===== config.mk =====
export PLATFORM = sky130hd
export DESIGN_NAME = mig_bridge_top
export DESIGN_NICKNAME = d
export VERILOG_FILES = /design/src/logic/mig_pkg.sv /design/src/logic/mig_bridge_top.sv /design/src/logic/led_status.sv /design/src/logic/dram_port_arbiter.sv /design/src/logic/dram_column_queue.sv /design/src/logic/host_cmd_decoder.sv
export VERILOG_INCLUDE_DIRS = /design/src /design/src/logic
export SDC_FILE = /design/constraint.sdc
export NUM_CORES = 1
export LEC_CHECK = 0
export BUFFER_PORTS_ARGS = -buffer_cell sky130_fd_sc_hd__clkbuf_2
export CELL_PAD_IN_SITES_DETAIL_PLACEMENT = 0
export CELL_PAD_IN_SITES_GLOBAL_PLACEMENT = 1
export CORE_MARGIN = 5
export CORE_UTILIZATION = 48
export DETAILED_ROUTE_END_ITERATION = 7
export PLACE_DENSITY_LB_ADDON = 0.1
export RECOVER_POWER = 50
export SYNTH_ARGS = -nofsm -noshare
export SYNTH_HDL_FRONTEND = slang
export SYNTH_SLANG_ARGS = --single-unit

===== constraint.sdc =====
create_clock -name mig_clk -period 10.1 [get_ports mig_clk]
set_input_delay 2.02 -clock mig_clk [delete_from_list [all_inputs] [get_ports mig_clk]]
set_output_delay 2.02 -clock mig_clk [all_outputs]
set_load 0.01 [all_outputs]

===== src/logic/mig_defs.svh =====
/*
  Bridge-wide widths, sizes and DRAM window.
  The window is [MIG_DRAM_BASE, MIG_DRAM_HIGH). Base translation is done by XOR,
  so MIG_DRAM_BASE must be aligned to the DRAM size.
  MIG_QUEUE_DEPTH must be a power of two. MIG_NUM_COLS must be 2**(column index width).
*/
`ifndef MIG_DEFS_SVH
`define MIG_DEFS_SVH

// ------------------------------
// datapath widths
`define MIG_ADDR_W        32
`define MIG_DATA_W        32
`define MIG_DRAM_ADDR_W   28

// ------------------------------
// column queues
`define MIG_NUM_COLS      4
// column index sits at host address bits [5:4]
`define MIG_COL_LSB       4
`define MIG_QUEUE_DEPTH   4

// ------------------------------
// DRAM window and status
`define MIG_DRAM_BASE     32'h8000_0000
`define MIG_DRAM_HIGH     32'h9000_0000
// about 4 Hz breathing at a 100 MHz mig_clk
`define MIG_BREATH_TICKS  12500000

`endif

===== src/logic/mig_pkg.sv =====
/*
  Types shared by the bridge modules.
  Widths come from the `define header. Only the operation code is an enum.
*/
`include "mig_defs.svh"

package mig_pkg;

  // single-word command type
  typedef enum logic [0:0]
  {
    MIG_OP_READ  = 1'b0,
    MIG_OP_WRITE = 1'b1
  } mig_op_e;

  // host side address and data
  typedef logic [`MIG_ADDR_W-1:0]      addr_t;
  typedef logic [`MIG_DATA_W-1:0]      data_t;

  // DRAM side address, base already removed
  typedef logic [`MIG_DRAM_ADDR_W-1:0] dram_addr_t;

  // selects one of the column queues
  typedef logic [1:0]                  col_idx_t;

endpackage


===== src/logic/mig_bridge_top.sv =====
/*
  DRAM request bridge top. Host commands go through the window check into four
  column queues, then a round-robin arbiter puts them on one DRAM port.
  Only reads get a response. Order holds per address, not across columns.
*/
`timescale 1ns/1ps
`include "mig_defs.svh"

module mig_bridge_top
  import mig_pkg::*;
#(
  parameter int unsigned BREATH_TICKS = `MIG_BREATH_TICKS
)
(
  input  logic       mig_clk,
  input  logic       mig_reset,
  input  logic       host_v_i,
  input  mig_op_e    host_op_i,
  input  addr_t      host_addr_i,
  input  data_t      host_wdata_i,
  output logic       host_ready_o,
  output logic       host_err_o,
  output logic       dram_v_o,
  output mig_op_e    dram_op_o,
  output dram_addr_t dram_addr_o,
  output data_t      dram_wdata_o,
  input  logic       dram_ready_i,
  input  logic       dram_rvalid_i,
  input  data_t      dram_rdata_i,
  input  dram_addr_t dram_raddr_i,
  output logic       host_rvalid_o,
  output data_t      host_rdata_o,
  output addr_t      host_raddr_o,
  output logic [7:0] led_o
);

  logic [`MIG_NUM_COLS-1:0] col_push;
  logic [`MIG_NUM_COLS-1:0] col_full;
  logic [`MIG_NUM_COLS-1:0] col_pop;
  logic [`MIG_NUM_COLS-1:0] col_v;
  mig_op_e                  col_op   [`MIG_NUM_COLS];
  addr_t                    col_addr [`MIG_NUM_COLS];
  data_t                    col_data [`MIG_NUM_COLS];
  logic                     busy;

  host_cmd_decoder u_host_cmd_decoder
  (
    .mig_clk      (mig_clk),
    .mig_reset    (mig_reset),
    .host_v_i     (host_v_i),
    .host_addr_i  (host_addr_i),
    .col_full_i   (col_full),
    .host_ready_o (host_ready_o),
    .col_push_o   (col_push),
    .host_err_o   (host_err_o)
  );

  // ------------------------------
  // column queues share the command fields
  for (genvar g = 0; g < `MIG_NUM_COLS; g++)
  begin : g_col
    dram_column_queue u_dram_column_queue
    (
      .mig_clk   (mig_clk),
      .mig_reset (mig_reset),
      .push_i    (col_push[g]),
      .op_i      (host_op_i),
      .addr_i    (host_addr_i),
      .data_i    (host_wdata_i),
      .pop_i     (col_pop[g]),
      .full_o    (col_full[g]),
      .v_o       (col_v[g]),
      .op_o      (col_op[g]),
      .addr_o    (col_addr[g]),
      .data_o    (col_data[g])
    );
  end

  dram_port_arbiter u_dram_port_arbiter
  (
    .mig_clk       (mig_clk),
    .mig_reset     (mig_reset),
    .col_v_i       (col_v),
    .col_op_i      (col_op),
    .col_addr_i    (col_addr),
    .col_data_i    (col_data),
    .col_pop_o     (col_pop),
    .dram_v_o      (dram_v_o),
    .dram_op_o     (dram_op_o),
    .dram_addr_o   (dram_addr_o),
    .dram_wdata_o  (dram_wdata_o),
    .dram_ready_i  (dram_ready_i),
    .dram_rvalid_i (dram_rvalid_i),
    .dram_rdata_i  (dram_rdata_i),
    .dram_raddr_i  (dram_raddr_i),
    .host_rvalid_o (host_rvalid_o),
    .host_rdata_o  (host_rdata_o),
    .host_raddr_o  (host_raddr_o)
  );

  // anything queued counts as busy
  assign busy = |col_v;

  led_status #(.BREATH_TICKS(BREATH_TICKS)) u_led_status
  (
    .mig_clk   (mig_clk),
    .mig_reset (mig_reset),
    .busy_i    (busy),
    .err_i     (host_err_o),
    .led_o     (led_o)
  );

endmodule


===== src/logic/led_status.sv =====
/*
  Status LEDs. Bit 0 breathes, toggling every BREATH_TICKS+1 cycles.
  Bit 1 is busy, one cycle late. Bit 2 is a sticky error that only reset clears.
  Bits 7..3 are unused and stay low.
*/
`timescale 1ns/1ps
`include "mig_defs.svh"

module led_status
#(
  parameter int unsigned BREATH_TICKS = `MIG_BREATH_TICKS
)
(
  input  logic       mig_clk,
  input  logic       mig_reset,
  input  logic       busy_i,
  input  logic       err_i,
  output logic [7:0] led_o
);

  logic [31:0] breath_cnt_r;
  logic        breath_r;
  logic        busy_r;
  logic        err_sticky_r;

  always_ff @(posedge mig_clk)
  begin
    if (mig_reset)
    begin
      breath_cnt_r <= '0;
      breath_r     <= 1'b0;
      busy_r       <= 1'b0;
      err_sticky_r <= 1'b0;
    end
    else
    begin
      if (breath_cnt_r == BREATH_TICKS)
      begin
        breath_cnt_r <= '0;
        breath_r     <= !breath_r;
      end
      else
      begin
        breath_cnt_r <= breath_cnt_r + 1'b1;
      end
      busy_r       <= busy_i;
      err_sticky_r <= err_sticky_r || err_i;
    end
  end

  assign led_o = {5'b0, err_sticky_r, busy_r, breath_r};

endmodule


===== src/logic/dram_port_arbiter.sv =====
/*
  Round-robin drain of the column queues onto the single DRAM port.
  The DRAM request is a register that refills in the cycle it transfers.
  DRAM addresses are host addresses with MIG_DRAM_BASE removed by XOR.
  Read returns have no back-pressure and reach the host one cycle later.
*/
`timescale 1ns/1ps
`include "mig_defs.svh"

module dram_port_arbiter
  import mig_pkg::*;
(
  input  logic                     mig_clk,
  input  logic                     mig_reset,
  input  logic [`MIG_NUM_COLS-1:0] col_v_i,
  input  mig_op_e                  col_op_i   [`MIG_NUM_COLS],
  input  addr_t                    col_addr_i [`MIG_NUM_COLS],
  input  data_t                    col_data_i [`MIG_NUM_COLS],
  output logic [`MIG_NUM_COLS-1:0] col_pop_o,
  output logic                     dram_v_o,
  output mig_op_e                  dram_op_o,
  output dram_addr_t               dram_addr_o,
  output data_t                    dram_wdata_o,
  input  logic                     dram_ready_i,
  input  logic                     dram_rvalid_i,
  input  data_t                    dram_rdata_i,
  input  dram_addr_t               dram_raddr_i,
  output logic                     host_rvalid_o,
  output data_t                    host_rdata_o,
  output addr_t                    host_raddr_o
);

  col_idx_t   rr_ptr_r;
  col_idx_t   grant_idx;
  logic       grant_found;
  logic       load;
  logic       dram_v_r;
  mig_op_e    dram_op_r;
  dram_addr_t dram_addr_r;
  data_t      dram_wdata_r;
  logic       rvalid_r;
  data_t      rdata_r;
  dram_addr_t raddr_r;

  // ------------------------------
  // round-robin grant
  always_comb
  begin : grant_search
    col_idx_t cand;
    grant_found = 1'b0;
    grant_idx   = rr_ptr_r;
    for (int k = 0; k < `MIG_NUM_COLS; k++)
    begin
      cand = col_idx_t'((int'(rr_ptr_r) + k) % `MIG_NUM_COLS);
      if (!grant_found && col_v_i[cand])
      begin
        grant_found = 1'b1;
        grant_idx   = cand;
      end
    end
  end

  // refill when empty or draining this cycle
  assign load = grant_found && (!dram_v_r || dram_ready_i);

  always_comb
  begin
    col_pop_o = '0;
    if (load)
      col_pop_o[grant_idx] = 1'b1;
  end

  // ------------------------------
  // request register
  always_ff @(posedge mig_clk)
  begin
    if (mig_reset)
    begin
      rr_ptr_r <= '0;
      dram_v_r <= 1'b0;
    end
    else
    begin
      if (load)
      begin
        rr_ptr_r <= col_idx_t'((int'(grant_idx) + 1) % `MIG_NUM_COLS);
        dram_v_r <= 1'b1;
      end
      else if (dram_ready_i)
      begin
        dram_v_r <= 1'b0;
      end
    end
  end

  always_ff @(posedge mig_clk)
  begin
    if (load)
    begin
      dram_op_r    <= col_op_i[grant_idx];
      dram_addr_r  <= dram_addr_t'(col_addr_i[grant_idx] ^ addr_t'(`MIG_DRAM_BASE));
      dram_wdata_r <= col_data_i[grant_idx];
    end
  end

  assign dram_v_o     = dram_v_r;
  assign dram_op_o    = dram_op_r;
  assign dram_addr_o  = dram_addr_r;
  assign dram_wdata_o = dram_wdata_r;

  // ------------------------------
  // read return
  always_ff @(posedge mig_clk)
  begin
    if (mig_reset)
      rvalid_r <= 1'b0;
    else
      rvalid_r <= dram_rvalid_i;
  end

  always_ff @(posedge mig_clk)
  begin
    if (dram_rvalid_i)
    begin
      rdata_r <= dram_rdata_i;
      raddr_r <= dram_raddr_i;
    end
  end

  assign host_rvalid_o = rvalid_r;
  assign host_rdata_o  = rdata_r;
  // base goes back on for the host
  assign host_raddr_o  = addr_t'(raddr_r) ^ addr_t'(`MIG_DRAM_BASE);

  a_req_hold: assert property (@(posedge mig_clk) disable iff (mig_reset)
    dram_v_o && !dram_ready_i |=> dram_v_o && $stable(dram_op_o)
      && $stable(dram_addr_o) && $stable(dram_wdata_o));

endmodule


===== src/logic/dram_column_queue.sv =====
/*
  Request FIFO for one DRAM column, holding op, address and data.
  The head entry shows on v_o/op_o/addr_o/data_o on the edge after its push.
  Push and pop may happen in the same cycle. Depth must be a power of two.
*/
`timescale 1ns/1ps
`include "mig_defs.svh"

module dram_column_queue
  import mig_pkg::*;
(
  input  logic    mig_clk,
  input  logic    mig_reset,
  input  logic    push_i,
  input  mig_op_e op_i,
  input  addr_t   addr_i,
  input  data_t   data_i,
  input  logic    pop_i,
  output logic    full_o,
  output logic    v_o,
  output mig_op_e op_o,
  output addr_t   addr_o,
  output data_t   data_o
);

  localparam int PTR_W = $clog2(`MIG_QUEUE_DEPTH);
  localparam int CNT_W = $clog2(`MIG_QUEUE_DEPTH + 1);

  mig_op_e          op_mem   [`MIG_QUEUE_DEPTH];
  addr_t            addr_mem [`MIG_QUEUE_DEPTH];
  data_t            data_mem [`MIG_QUEUE_DEPTH];
  logic [PTR_W-1:0] wr_ptr_r;
  logic [PTR_W-1:0] rd_ptr_r;
  logic [CNT_W-1:0] count_r;

  always_ff @(posedge mig_clk)
  begin
    if (mig_reset)
    begin
      wr_ptr_r <= '0;
      rd_ptr_r <= '0;
      count_r  <= '0;
    end
    else
    begin
      if (push_i)
        wr_ptr_r <= wr_ptr_r + 1'b1;
      if (pop_i)
        rd_ptr_r <= rd_ptr_r + 1'b1;
      // simultaneous push and pop leaves the count alone
      if (push_i && !pop_i)
        count_r <= count_r + 1'b1;
      else if (pop_i && !push_i)
        count_r <= count_r - 1'b1;
    end
  end

  always_ff @(posedge mig_clk)
  begin
    if (push_i)
    begin
      op_mem[wr_ptr_r]   <= op_i;
      addr_mem[wr_ptr_r] <= addr_i;
      data_mem[wr_ptr_r] <= data_i;
    end
  end

  assign full_o = (count_r == CNT_W'(`MIG_QUEUE_DEPTH));
  assign v_o    = (count_r != '0);
  assign op_o   = op_mem[rd_ptr_r];
  assign addr_o = addr_mem[rd_ptr_r];
  assign data_o = data_mem[rd_ptr_r];

  // decoder must respect full and arbiter must respect valid
  a_no_push_full: assert property (@(posedge mig_clk) disable iff (mig_reset)
    push_i |-> !full_o);
  a_no_pop_empty: assert property (@(posedge mig_clk) disable iff (mig_reset)
    pop_i |-> v_o);

endmodule


===== src/logic/host_cmd_decoder.sv =====
/*
  Host command decode. Checks the DRAM window and steers a command to its column.
  host_ready_o is combinational. It drops only for an in-window command whose
  column is full. Out-of-window commands are always taken and give one
  host_err_o cycle on the next edge.
*/
`timescale 1ns/1ps
`include "mig_defs.svh"

module host_cmd_decoder
  import mig_pkg::*;
(
  input  logic                     mig_clk,
  input  logic                     mig_reset,
  input  logic                     host_v_i,
  input  addr_t                    host_addr_i,
  input  logic [`MIG_NUM_COLS-1:0] col_full_i,
  output logic                     host_ready_o,
  output logic [`MIG_NUM_COLS-1:0] col_push_o,
  output logic                     host_err_o
);

  logic     in_window;
  logic     accept;
  col_idx_t col_sel;
  logic     host_err_r;

  assign in_window = (host_addr_i >= addr_t'(`MIG_DRAM_BASE))
                   && (host_addr_i < addr_t'(`MIG_DRAM_HIGH));
  assign col_sel   = host_addr_i[`MIG_COL_LSB +: 2];

  // bad addresses never wait on a queue
  assign host_ready_o = !in_window || !col_full_i[col_sel];
  assign accept       = host_v_i && host_ready_o;

  always_comb
  begin
    col_push_o = '0;
    if (accept && in_window)
    begin
      col_push_o[col_sel] = 1'b1;
    end
  end

  always_ff @(posedge mig_clk)
  begin
    if (mig_reset)
    begin
      host_err_r <= 1'b0;
    end
    else
    begin
      host_err_r <= accept && !in_window;
    end
  end

  assign host_err_o = host_err_r;

endmodule


==> out/summary.txt <==
status = complete, but fails checks
failing checks = max-capacitance violations, max-slew violations
fraction of registers with async set/reset = 0
Power Internal = 0.00946 W
I/O pin count = 267
Max IR drop VDD = 0.000247 V
starting DRC count in detailed routing = 1414
Mapped Cells = 2019
number of H-tree levels = 3
Die X = 315 µm
Tot GR Track Use = 0.195
Slew @ Worst Pin = 4020 ps
Switching Share = 0.279
Layout Nets = 2495
PortBufs = 257
Slew HR = -1.69
grt total ovfl = 0
WP data required = 10680 ps
fin. max-slew vios = 205
unrepaired setup endpoints after global routing = no
Crit Path Category = in -> reg
CTS tree = built
Die H = 315 µm
Core Util, Final = 0.553
Fin Setup TNS = 0 ps
number of vias per cell = 5.51
min-delay worst type = reg -> reg
largest net degree at the start of global routing = 62
core footprint = 91900 µm²
Synth cell types = 52
remaining antenna violation count = 0
DRC viols = 0
Crit. End Element = register
Syn Area/Cell = 22.1 µm²
Primary FF master, synth = edfxtp_1
Net Sw Power = 0.00367 W
first-pass GRT wire length = 142 mm
Setup Skew = 19.0 ps
Logic pwr share = 0.222
final setup vio count = 0
wire per inst = 26.0 µm
initial antenna violation count = 10
pwr dens = 258 nW/µm²
Worst-Skew Late Latency = 690 ps
post_cts resized = 0
Clock Power Share = 0.327
Placer Congestion = 0.708
CP max FO = 40
Seq/Total Area, Yosys = 0.774
fin crit share = 0.684
buffer depth of the longest clock path = 3
root buf cell = clkbuf_16
filler cell count = 7057
Synth Warn # = 0
clock transition at the registers of the reported paths = 60 ps
vias in the first global route = 21900
# clock sinks = 1173
Rows = 111
Total Wirelength = 95.9 mm
hpwl dp = 52.7 mm
Critical Path AT = 7480 ps
Seq pwr share = 0.450
die area = 99000 µm²
via count = 20300
Num CTS Buffers = 119
Leak = 16.1 nW
EDFF count, synth = 1097
layout cell share with drive strength beyond 1 = 0.267
Max Cap Violations = 5
flops & latches, synth = 1173
synth-to-layout area growth = 14.2%
Period minus WS final = 6910 ps
final hold vios = 0
Hold Slack = 470 ps
CTS Hold Buffers Added = 0
DRT Pass-1 Iters = 5
initial core utilization = 0.484
Fmax = 0.145 GHz
Synth Cell Area = 44500 µm²
post-CTS setup buffers = 0
startpoint types = input pin
-- critical path, stage by stage --
cell,delay (ps)
clkbuf_2,70
nand2b_1,110
nor2b_1,2940
buf_4,1010
nand2_1,200
ha_1,280
inv_1,80
fa_1,190
xor2_1,90
or3_1,310
a21oi_1,160
-- per-layer routing --
metal	GRT usage	routed length, µm
met1	0.256	39700
met4	0.0454	1690
met5	0	13
met3	0.0340	4310
met2	0.344	50200
-- layout make-up --
| cell class | instances | area, µm² | area share |
|---|---|---|---|
| antenna | 6 | 15.0 | 0.000295 |
| sequential | 1173 | 34500 | 0.678 |
| clock buffer | 151 | 3150 | 0.0619 |
| timing repair buffer | 289 | 1410 | 0.0278 |
| clock inverter | 70 | 686 | 0.0135 |
| multi-input combinational | 732 | 9480 | 0.186 |
| tap | 1243 | 1560 | 0.0306 |
| inverter | 20 | 75.1 | 0.00148 |
-- Yosys cell counts, types with 14 or more instances --
cell type,n,area (µm²)
and2_1,19,119
nor2_1,76,285
ha_1,26,325
buf_2,14,70.1
nand2_1,15,56.3
clkbuf_1,54,203
xor2_1,37,324
mux4_2,244,5500
nand3_1,19,95.1
edfxtp_1,1097,32900
dfxtp_1,76,1520
inv_1,19,71.3
buf_4,17,128
mux2i_1,192,1920
-- sequential cells by signal, summed over array words and instances, names as in the netlist, 12 cells and up, named ones only --
signal	count
u_dram_port_arbiter.dram_addr_o	28
u_dram_port_arbiter.host_rdata_o	32
g_col.u_dram_column_queue.addr_mem	448
g_col.u_dram_column_queue.count_r	12
g_col.u_dram_column_queue.op_mem	16
u_led_status.breath_cnt_r	32
u_dram_port_arbiter.dram_wdata_o	32
u_dram_port_arbiter.raddr_r	28
g_col.u_dram_column_queue.data_mem	512
-- through the flow --
stage	worst slack, ps	power, W	cell area (µm²)	std cells
after floorplan	5130	0.00806	44600	2026
after global placement	4560	0.00898	47100	3457
after detailed placement	4490	0.00900	47100	3457
after CTS	4600	0.0133	51000	3678
after global routing	2860	0.0137	50900	3680
final	3190	0.0131	50900	3684
-- cell usage in the layout (no fill, tap or decap), types with 3 or more instances in the layout --
| cell | n |
|---|---|
| clkinv_2 | 21 |
| inv_1 | 19 |
| buf_4 | 29 |
| bufinv_16 | 12 |
| mux4_2 | 244 |
| clkbuf_1 | 114 |
| and2_1 | 3 |
| and2_4 | 16 |
| nand4_1 | 9 |
| o21ai_1 | 3 |
| xnor2_1 | 11 |
| edfxtp_1 | 1097 |
| dfxtp_1 | 69 |
| mux2i_1 | 192 |
| nor3_1 | 5 |
| diode_2 | 6 |
| xor2_1 | 37 |
| nand2_1 | 15 |
| and4_1 | 3 |
| a21oi_1 | 12 |
| clkbuf_2 | 175 |
| fa_1 | 4 |
| dfxtp_4 | 7 |
| clkbuf_16 | 121 |
| nor2_1 | 76 |
| or3_1 | 7 |
| nand3_1 | 19 |
| conb_1 | 9 |
| clkinvlp_4 | 3 |
| clkinv_1 | 28 |
| ha_1 | 26 |
| o21ai_0 | 5 |
| and3_1 | 6 |
-- power by group through the flow --
stage          sequential, W  combinational (W)  clock [W]
2_1_floorplan        0.00595            0.00211          0
3_3_place_gp         0.00601            0.00297          0
3_5_place_dp         0.00601            0.00299          0
4_1_cts              0.00591            0.00300    0.00440
5_1_grt              0.00594            0.00314    0.00462
6_report             0.00591            0.00292    0.00430
-- worst paths after layout --
path / from / end / slack, ps / depth (start not counted)
max: dram_ready_i / g_col[2].u_dram_column_queue.count_r[2] / 3190 / 11
min: u_host_cmd_decoder.host_err_o / u_led_status.err_sticky_r / 470 / 2
max reg2reg: g_col[3].u_dram_column_queue.count_r[0] / g_col[2].u_dram_column_queue.count_r[2] / 3920 / 11
min reg2reg: u_host_cmd_decoder.host_err_o / u_led_status.err_sticky_r / 470 / 2
-- kinds of logic (layout without fill, tap and decap cells) --
logic type,after synthesis,in the layout,share of synthesized area
AOI/OAI and AO/OA,33,33,0.00514
DFF,1173,1173,0.774
xor gates and xnor gates,48,48,0.00944
other,2,15,0.000169
and+or+nand+nor,176,176,0.0205
muxes,436,436,0.167
buffers and inverters,121,530,0.0153
adders and majority gates,30,30,0.00910
Note: power is estimated with default switching activity, not from simulation.
